$ cat src/ooo_exec_pkg.sv
`default_nettype none

package ooo_exec_pkg;

	// datapath and tag widths
	localparam int DATA_W    = 16;
	localparam int PREG_W    = 6;
	localparam int NUM_PREG  = 64;
	localparam int ROB_IDX_W = 6;

	// register file port counts, two reads per lane
	localparam int NUM_RD = 6;
	localparam int NUM_WR = 3;

	localparam int SHAMT_W = $clog2(DATA_W);

	// multiplier retires MUL_STEP_W bits of op2 per iteration
	localparam int MUL_CYCLES = 4;
	localparam int MUL_STEP_W = DATA_W / MUL_CYCLES;
	localparam int MUL_CNT_W  = $clog2(MUL_CYCLES + 1);
	// issue edge to done, RF/EX + load + iterations + EX/WB
	localparam int MUL_LAT    = MUL_CYCLES + 2;

	typedef enum logic [2:0] {
		MODE_ADD  = 3'd0,
		MODE_SUB  = 3'd1,
		MODE_AND  = 3'd2,
		MODE_OR   = 3'd3,
		MODE_XOR  = 3'd4,
		MODE_SHL  = 3'd5,
		MODE_SHR  = 3'd6,
		MODE_PASS = 3'd7
	} alu_mode_e;

	typedef struct packed {
		logic                 vld;
		logic [ROB_IDX_W-1:0] rob_idx;
		logic [PREG_W-1:0]    src1;
		logic [PREG_W-1:0]    src2;
		logic [PREG_W-1:0]    dst;
		logic                 reg_wrt;
		logic                 imm_vld;
		logic [DATA_W-1:0]    imm;
		logic                 ldi;
		logic                 inv_rt;
		alu_mode_e            mode;
	} issue_pkt_t;

	// op2 already resolved to the immediate where needed
	typedef struct packed {
		logic                 vld;
		logic [ROB_IDX_W-1:0] rob_idx;
		logic [PREG_W-1:0]    dst;
		logic                 reg_wrt;
		logic                 ldi;
		logic                 inv_rt;
		alu_mode_e            mode;
		logic [DATA_W-1:0]    imm;
		logic [DATA_W-1:0]    op1;
		logic [DATA_W-1:0]    op2;
	} exec_req_t;

	typedef struct packed {
		logic                 vld;
		logic [ROB_IDX_W-1:0] rob_idx;
		logic                 reg_wrt;
		logic [PREG_W-1:0]    dst;
		logic [DATA_W-1:0]    data;
	} wb_t;

endpackage

`default_nettype wire

$ cat src/alu_unit.sv
`timescale 1ns/1ps
`default_nettype none

module alu_unit (
	input  logic                    clk,
	input  logic                    rst,
	input  ooo_exec_pkg::exec_req_t req,
	output ooo_exec_pkg::wb_t       done
);

	logic [ooo_exec_pkg::DATA_W-1:0] op2;
	logic [ooo_exec_pkg::DATA_W-1:0] result;

	assign op2 = req.inv_rt ? ~req.op2 : req.op2;

	always_comb begin
		case (req.mode)
			ooo_exec_pkg::MODE_ADD:  result = req.op1 + op2;
			ooo_exec_pkg::MODE_SUB:  result = req.op1 - op2;
			ooo_exec_pkg::MODE_AND:  result = req.op1 & op2;
			ooo_exec_pkg::MODE_OR:   result = req.op1 | op2;
			ooo_exec_pkg::MODE_XOR:  result = req.op1 ^ op2;
			ooo_exec_pkg::MODE_SHL:  result = req.op1 << op2[ooo_exec_pkg::SHAMT_W-1:0];
			ooo_exec_pkg::MODE_SHR:  result = req.op1 >> op2[ooo_exec_pkg::SHAMT_W-1:0];
			ooo_exec_pkg::MODE_PASS: result = req.op1;
			default:                 result = req.op1;
		endcase
		// load immediate bypasses the mode result
		if (req.ldi) begin
			result = req.imm;
		end
	end

	// EX/WB register
	always_ff @(posedge clk) begin
		done.rob_idx <= req.rob_idx;
		done.dst     <= req.dst;
		done.data    <= result;
		if (rst) begin
			done.vld     <= 1'b0;
			done.reg_wrt <= 1'b0;
		end else begin
			done.vld     <= req.vld;
			done.reg_wrt <= req.vld && req.reg_wrt;
		end
	end

endmodule

`default_nettype wire

$ cat src/mul_unit.sv
`timescale 1ns/1ps
`default_nettype none

module mul_unit (
	input  logic                    clk,
	input  logic                    rst,
	input  ooo_exec_pkg::exec_req_t req,
	output logic                    busy,
	output ooo_exec_pkg::wb_t       done
);

	logic [ooo_exec_pkg::MUL_CNT_W-1:0] cnt;
	logic                               last;

	logic [ooo_exec_pkg::DATA_W-1:0]    acc;
	logic [ooo_exec_pkg::DATA_W-1:0]    mcand;
	logic [ooo_exec_pkg::DATA_W-1:0]    mplier;
	logic [ooo_exec_pkg::DATA_W-1:0]    partial;

	logic [ooo_exec_pkg::ROB_IDX_W-1:0] tag_rob_idx;
	logic [ooo_exec_pkg::PREG_W-1:0]    tag_dst;
	logic                               tag_reg_wrt;

	// all iterations done, retire on this edge
	assign last = busy && (cnt == ooo_exec_pkg::MUL_CNT_W'(ooo_exec_pkg::MUL_CYCLES));

	// low product bits only, upper partial bits fall off
	assign partial = mcand * mplier[ooo_exec_pkg::MUL_STEP_W-1:0];

	always_ff @(posedge clk) begin
		if (rst) begin
			busy <= 1'b0;
			cnt  <= '0;
		end else if (req.vld) begin
			busy <= 1'b1;
			cnt  <= '0;
		end else if (last) begin
			busy <= 1'b0;
		end else if (busy) begin
			cnt <= cnt + 1'b1;
		end
	end

	always_ff @(posedge clk) begin
		if (req.vld) begin
			acc         <= '0;
			mcand       <= req.op1;
			mplier      <= req.inv_rt ? ~req.op2 : req.op2;
			tag_rob_idx <= req.rob_idx;
			tag_dst     <= req.dst;
			tag_reg_wrt <= req.reg_wrt;
		end else if (busy && !last) begin
			acc    <= acc + partial;
			mcand  <= mcand << ooo_exec_pkg::MUL_STEP_W;
			mplier <= mplier >> ooo_exec_pkg::MUL_STEP_W;
		end
	end

	// EX/WB register, one-cycle completion
	always_ff @(posedge clk) begin
		done.rob_idx <= tag_rob_idx;
		done.dst     <= tag_dst;
		done.data    <= acc;
		if (rst) begin
			done.vld     <= 1'b0;
			done.reg_wrt <= 1'b0;
		end else begin
			done.vld     <= last;
			done.reg_wrt <= last && tag_reg_wrt;
		end
	end

	// issue must honour mult_free
	req_while_busy: assert property (@(posedge clk) disable iff (rst)
		req.vld |-> !busy)
		else $error("mul_unit: request accepted while busy");

endmodule

`default_nettype wire

$ cat src/exec_stage.sv
`timescale 1ns/1ps
`default_nettype none

module exec_stage (
	input  logic                    clk,
	input  logic                    rst,
	input  ooo_exec_pkg::exec_req_t alu1_req,
	input  ooo_exec_pkg::exec_req_t alu2_req,
	input  ooo_exec_pkg::exec_req_t mult_req,
	output logic                    mult_free,
	output ooo_exec_pkg::wb_t       alu1_done,
	output ooo_exec_pkg::wb_t       alu2_done,
	output ooo_exec_pkg::wb_t       mult_done
);

	logic mul_busy;

	alu_unit u_alu1 (
		.clk(clk),
		.rst(rst),
		.req(alu1_req),
		.done(alu1_done)
	);

	alu_unit u_alu2 (
		.clk(clk),
		.rst(rst),
		.req(alu2_req),
		.done(alu2_done)
	);

	mul_unit u_mul (
		.clk(clk),
		.rst(rst),
		.req(mult_req),
		.busy(mul_busy),
		.done(mult_done)
	);

	// slot held from the RF/EX stage until the multiplier retires
	assign mult_free = !mult_req.vld && !mul_busy;

	// the slot reopens in the cycle the product retires
	mult_free_on_done: assert property (@(posedge clk) disable iff (rst)
		mult_done.vld |-> mult_free)
		else $error("exec_stage: mult_free low while mult_done is valid");

endmodule

`default_nettype wire

$ cat config.mk
export PLATFORM = sky130hd
export DESIGN_NAME = exec_stage
export DESIGN_NICKNAME = d
export VERILOG_FILES = /design/src/ooo_exec_pkg.sv /design/src/alu_unit.sv /design/src/mul_unit.sv /design/src/exec_stage.sv
export SDC_FILE = /design/constraint.sdc
export NUM_CORES = 1
export LEC_CHECK = 0
export ABC_AREA = 1
export BUFFER_PORTS_ARGS = -buffer_cell sky130_fd_sc_hd__buf_2
export CELL_PAD_IN_SITES_DETAIL_PLACEMENT = 1
export CELL_PAD_IN_SITES_GLOBAL_PLACEMENT = 2
export CORE_UTILIZATION = 33
export DETAILED_ROUTE_END_ITERATION = 12
export GPL_TIMING_DRIVEN = 1
export PLACE_DENSITY = 0.85
export SYNTH_ARGS = -nofsm -noshare
export SYNTH_HDL_FRONTEND = slang
export SYNTH_SLANG_ARGS = --single-unit
$ cat constraint.sdc
create_clock -name clk -period 6 [get_ports clk]
set_clock_uncertainty 0.05 [all_clocks]
set_input_delay 1.2 -clock clk [delete_from_list [all_inputs] [get_ports clk]]
set_output_delay 1.2 -clock clk [all_outputs]
set_load 0.01 [all_outputs]
==> results.ini, run 1 <==
[sta]
tightestPinTransition_ns=1.192
setup_viol=0
post-route-min-period_ns=4.512
fin_setup_tns_ns=0
grt_setup_unrepaired=no
min_period_over_period_pct=75.21
fmax_mhz=221.6
final_hold_viol_count=0
relSlewSlack_pct=20.42
slew_violations=0

[layout]
fin_area_mm2=0.01673
nNetsFinal=2700
final_core_util_pct=38.83
drive_gt1_share_pct=16.57
area_growth_pct=16.16

[clock_tree]
cts_max_level=4
clkTransAtPathRegs_ns=0.07
cts_setup_buffers=0
root_buffer=clkbuf_16
clock-sinks=155
cts_buffers=17
cts_repair_resize_count=0
clk_latency_ns=0.45
tritoncts=built
ctsHoldBuffers=0
cts_buffer_depth=2

[die]
ios=294
die_w_um=210.9
row_count=76
die-height_um=210.9
core_mm2=0.04308
start_util_pct=33.43
die_area_mm2=0.04447

[route]
via_per_inst=5.006
drc=0
first_iter_violations=839
detail_route.wl_per_cell_um=18.11
dr_total_vias=14710
ant_nets=0
drt-total-wl_mm=53.23
first_pass_iters=5

[setup_path]
cp_common_cell=nand2_1
critPathSlowestCell=inv_2
cp_cell_sequence=buf_2, inv_4, nand2_2, nand2_4, inv_2, o21ai_0, fa_1, nand3_1, nand2_1, nand2_1, nand2_1, a21o_1, nand2_1, nand2_1, or2_2, nand3_1, nand2_1
cp_num_buf_inv=3
worstSetupPathType=primary input to flip-flop
cp.arrival_ns=4.81
startpoint_type=primary input
critPathMaxFanout=42
required_ns=6.30
cpPeakStageDelay_ns=0.53
cp_top_family=simple AND/OR/NAND/NOR gates
endpoint_kind=flip-flop

[synth]
syn_avg_cell_area_um2=6.824
yosysUniqueCellTypes=57
synth.net_count=2470
synth_area_mm2=0.01440
ys_ff_latch=155
seq_area_frac_synth_pct=24.68
yosysWarnings=0
synth_cells=2110

[worst_hold_path]
hold_class=flip-flop to flip-flop

[run]
cap_violations=0

[grt]
grt_max_degree=43
grt_overflow=0
track_usage_pct=23.89
antenna_found_initial=2
grt_pass1_vias=15060
grt_first_pass_wirelength_mm=82.03

[placed_design]
dpl_cell_area_mm2=0.01613
post-dp-hpwl_mm=42.66
io_buffers=273
place_congestion=0.9167

[outcome]
outcome=completed

[power_and_ir_drop]
p_per_area_mw_per_mm2=257.9
ir_worst_vdd_v=0.0001808
p_leak_uw=0.008845

-- power breakdown --
part / total [uW] / internal [uW] / switching, uW / leakage [uW]
Clock: 1080 / 559 / 523 / 0.000289
Combinational: 1950 / 680 / 1270 / 0.00718
Sequential: 1290 / 1220 / 68.8 / 0.00138
Total: 4310 / 2460 / 1860 / 0.00884
-- cell families after synthesis --
family | after synthesis | share of synthesized area [%]
buffers and inverters | 404 | 11.90
xor gates and xnor gates | 75 | 4.875
DFF | 155 | 24.68
AOI/OAI and AO/OA | 339 | 13.73
adders and majority gates | 157 | 15.73
and+or+nand+nor | 980 | 29.09
-- state kept, by name (all words and copies together) (netlist names) --
signal and flops:
u_mul.mcand 16, u_mul.cnt 3, u_mul.mplier 16, u_mul.tag_dst 6, u_alu1.done 30, u_mul.busy 1, u_mul.acc 16, u_mul.tag_reg_wrt 1
u_mul.tag_rob_idx 6, u_alu2.done 30, u_mul.done 30
-- stage by stage --
stage	power, uW	instances	worst slack, ns	hold slack (ns)
2_1_floorplan	2634	2110	2.244	0.2733
3_3_place_gp	3177	2906	1.145	0.2748
3_5_place_dp	3247	2906	1.025	0.2804
4_1_cts	4362	2938	1.539	0.2986
5_1_grt	4663	2939	1.177	0.3013
6_report	4313	2939	1.488	0.2959
-- cell type report --
type / count / area, um^2
flip-flops and latches: 155 / 3553
diodes: 1 / 2.502
repair buffers: 288 / 1479
clock buffers: 17 / 425.4
well taps: 585 / 732.0
inverters: 327 / 1232
multi-input cells: 1551 / 9133
fillers: 5725 / 26350
clock inverters: 15 / 168.9
-- final timing paths --
kind                                        from         endpoint  slack (ns)  cells past startpoint
worst min-delay path            u_mul.tag_dst[1]   u_mul.done[17]        0.30                      0
worst max register to register   u_mul.mplier[1]    u_mul.acc[15]        1.66                     17
worst min register to register  u_mul.tag_dst[1]   u_mul.done[17]        0.30                      0
worst max-delay path                alu2_req[51]  u_alu2.done[10]        1.49                     17
-- Yosys cell counts (all sizes together) --
cell type | count | share of area [%]
a31oi | 5 | 0.22
dfxtp | 110 | 15
o21ai | 152 | 5.4
a21oi | 89 | 3.1
edfxtp | 45 | 9.4
nor3 | 11 | 0.42
a21boi | 1 | 0.052
o211ai | 31 | 1.7
o21a | 3 | 0.16
nand4 | 18 | 0.78
fa | 40 | 5.6
nor4 | 1 | 0.043
o2bb2ai | 2 | 0.12
xnor2 | 26 | 1.6
o21bai | 7 | 0.36
a2bb2oi | 1 | 0.061
nand2 | 614 | 17
a22o | 2 | 0.12
nand3 | 190 | 6.6
xor2 | 49 | 3.3
a211oi | 14 | 0.73
o22ai | 6 | 0.26
a21o | 6 | 0.31
ha | 117 | 10
nand3b | 7 | 0.36
o2111ai | 8 | 0.49
clkinv | 3 | 0.078
inv | 324 | 8.5
a31o | 1 | 0.061
buf | 47 | 2.6
a22oi | 1 | 0.052
clkbuf | 30 | 0.78
nor3b | 2 | 0.10
a221oi | 5 | 0.30
or2 | 13 | 0.56
o221ai | 2 | 0.12
nor2 | 124 | 3.4
o31ai | 1 | 0.052
o32ai | 2 | 0.12
-- layout by cell type, fill, tap and decap left out, types with 30 or more instances in the layout --
cell type	n
nand2_1	582
o211ai_1	30
buf_2	273
o21ai_0	106
nor2_1	118
ha_1	117
dfxtp_1	110
xor2_1	46
nand3_1	189
inv_1	314
a21oi_1	89
edfxtp_1	45
o21ai_1	42
fa_1	40
-- per-layer routing --
metal | track usage, % | up-vias | wire, um
li1 | - | 7254 | -
met1 | 30.60 | 7011 | 23950
met2 | 40.53 | 370 | 25410
met3 | 3.271 | 77 | 2220
met4 | 9.220 | 2 | 1637
met5 | 0 | - | 17
No activity file was read; power rests on OpenSTA's default activity.
==> inputs of run 2 (changes only) <==
- CORE_UTILIZATION: 33 -> 31
- PLACE_DENSITY: 0.85 -> 0.8
- clock period: 6 -> 4.16 ns (I/O delays scaled with it)
==> run 2 against run 1 <==
Total power grew 48%. Global-route usage decreased by 1.0 points. Flip-flop and latch count did not move. Count of clock-buffer cells in the layout up 1. Highest routed layer unchanged. Final cell count is 2.3% higher. Clock power grew 48%. Wire length rose by 1.3%. Sequential share of layout area is 0.55 points lower. Via count increased by 0.48%. Largest power group unchanged. Largest cell class unchanged.
==> results.ini, run 2 (synthesized netlist as in run 1, its figures left out) <==
[sta]
fin_setup_tns_ns=0  ; unchanged
relSlewSlack_pct=46.16  ; +26 points
fmax_mhz=260.6
grt_setup_unrepaired=yes
setup_viol=0  ; unchanged
tightestPinTransition_ns=0.8053  ; -0.3870 ns
holdWs_ns=0.2949  ; -0.0009930 ns
min_period_over_period_pct=92.23
slew_violations=0  ; unchanged
final_hold_viol_count=0  ; unchanged
post-route-min-period_ns=3.837

[clock_tree]
cts_buffer_depth=2  ; unchanged
clkTransAtPathRegs_ns=0.07  ; about the same
cts_buffers=17  ; unchanged
cts_max_level=4  ; unchanged
clk_latency_ns=0.47  ; +0.02 ns
clock-sinks=155  ; unchanged
root_buffer=clkbuf_16
tritoncts=built
ctsHoldBuffers=0  ; unchanged

[grt]
grt_first_pass_wirelength_mm=82.88  ; +1.0%
track_usage_pct=22.88  ; -1.0 points
grt_overflow=0  ; unchanged
antenna_found_initial=1  ; -1
grt_max_degree=41  ; -4.7%
grt_pass1_vias=15110  ; +0.33%

[setup_path]
endpoint_kind=flip-flop
worstSetupPathType=flip-flop to flip-flop
cpPeakStageDelay_ns=0.49  ; -0.04 ns
required_ns=4.49  ; -1.81 ns
cp.arrival_ns=4.16  ; -0.65 ns
r2r_slack_ns=0.32  ; -1.34 ns
worstReg2RegStart=u_mul.mplier[3]
cp_common_cell=inv_1
timing.rr.end=u_mul.acc[11]
cp_cell_sequence=nand2_1, inv_1, fa_1, fa_1, inv_1, fa_1, inv_1, ha_1, a21oi_1, nand2_1, a21oi_2, nor2_1, o21ai_0, or2_2, nand3_1, nand2_1, inv_1
reg2reg_depth=17  ; unchanged
critPathMaxFanout=5  ; -88%
startpoint_type=flip-flop
critPathSlowestCell=fa_1

[layout]
layout_commonest_cell=nand2_1
nNetsFinal=2754  ; +2.0%
reg_top3=u_alu1.done: 30 flops, u_alu2.done: 30 flops, u_mul.done: 30 flops
final_cells=3007  ; +2.3%
layout_common_cells=nand2_1, inv_1, buf_2
area_growth_pct=19.24
drive_gt1_share_pct=18.65  ; +2.1 points
diodes=0  ; -1

[worst_hold_path]
whs_path_depth=0  ; unchanged
hold_class=flip-flop to flip-flop
hp-start=u_mul.tag_rob_idx[2]
holdPathEnd=u_mul.done[25]

[route]
drt-total-wl_mm=53.90  ; +1.3%
ant_nets=0  ; unchanged
dr_total_vias=14790  ; +0.48%
via_per_inst=4.917  ; -1.8%
first_iter_violations=615  ; -27%
first_pass_iters=6  ; +1
drc=0  ; unchanged
detail_route.wl_per_cell_um=17.93  ; -1.0%

[die]
core_mm2=0.04558  ; +5.8%
ios=294  ; unchanged
row_count=78  ; +2.6%
start_util_pct=31.59  ; -1.8 points
die_w_um=217.5  ; +3.1%
die-height_um=217.5  ; +3.1%
die_area_mm2=0.04731  ; +6.4%

[placed_design]
post-dp-hpwl_mm=44.18  ; +3.6%
io_buffers=273  ; unchanged
place_congestion=0.9131  ; -0.39%
post-place-cells=2973  ; +2.3%

[run]
cap_violations=0  ; unchanged

[outcome]
outcome=completed

[power_and_ir_drop]
ir_worst_vdd_v=0.0003370  ; +86%
p_leak_uw=0.009113  ; +3.0%
p_per_area_mw_per_mm2=370.6  ; +44%

-- run 2: changes by cell type in the layout (fill, tap and decap cells not counted), sizes merged --
cell      change
buf          +54
bufinv        +1
clkbuf        +1
clkinv        +1
clkinvlp      -1
diode         -1
inv           -2
-- run 2: worst max-delay path, delay by kind of cell, from the launching register on --
kind                     cells  cell delay (ns)
AO/OA/AOI/OAI                3             0.68
adder cells (fa/ha/maj)      4             1.75
buffers and inverters        4             0.19
flip-flops                   1             0.48
AND/OR/NAND/NOR              6             0.58
-- run 2: power breakdown --
group	internal, uW	switching, uW
clock	864	736
sequential	1760	81.2
combinational	1060	1860
-- run 2: timing repair --
action	4_1_cts	5_1_grt
resized for setup	0	5
buffers inserted	0	2
endpoints found under the hold margin	0	0
setup endpoints to repair	0	3
-- run 2: final cells by class --
| class | count | area, um^2 |
|---|---|---|
| tap | 600 | 750.7 |
| inverter | 327 | 1232 |
| fill | 5920 | 28410 |
| sequential | 155 | 3553 |
| multi-input combinational | 1551 | 9153 |
| clock inverter | 14 | 156.4 |
| clock buffer | 18 | 439.2 |
| timing repair buffer | 342 | 1884 |
-- run 2: worst max path at each step --
stage | startpoint | endpoint | slack [ns]
final | u_mul.mplier[3] | u_mul.acc[11] | 0.32
after global routing | u_mul.mcand[2] | u_mul.acc[15] | 0.008
after CTS | u_mul.mplier[1] | u_mul.acc[12] | 0.18
after detailed placement | alu1_req[51] | u_alu1.done[15] | 0.09
after global placement | alu1_req[51] | u_alu1.done[9] | 0.17
after floorplan | u_mul.mplier[1] | u_mul.acc[11] | 0.50
-- run 2: stage by stage --
stage / power (uW) / util, % / setup WS, ns / instance area [um^2]
6_report: 6363 / 37.67 / 0.3232 / 17170
3_3_place_gp: 4696 / 36.29 / 0.1705 / 16540
4_1_cts: 6420 / 37.59 / 0.1771 / 17130
2_1_floorplan: 3799 / - / 0.4985 / 14400
5_1_grt: 6886 / 37.67 / 0.007845 / 17170
3_5_place_dp: 4774 / 36.29 / 0.09143 / 16540
-- run 2: metal layers --
layer	track usage [%]	wire, um	up-vias
li1	-	-	7359
met2	38.63	25690	326
met5	0	13	-
met3	4.114	2338	74
met1	28.87	24270	7024
met4	8.521	1594	2
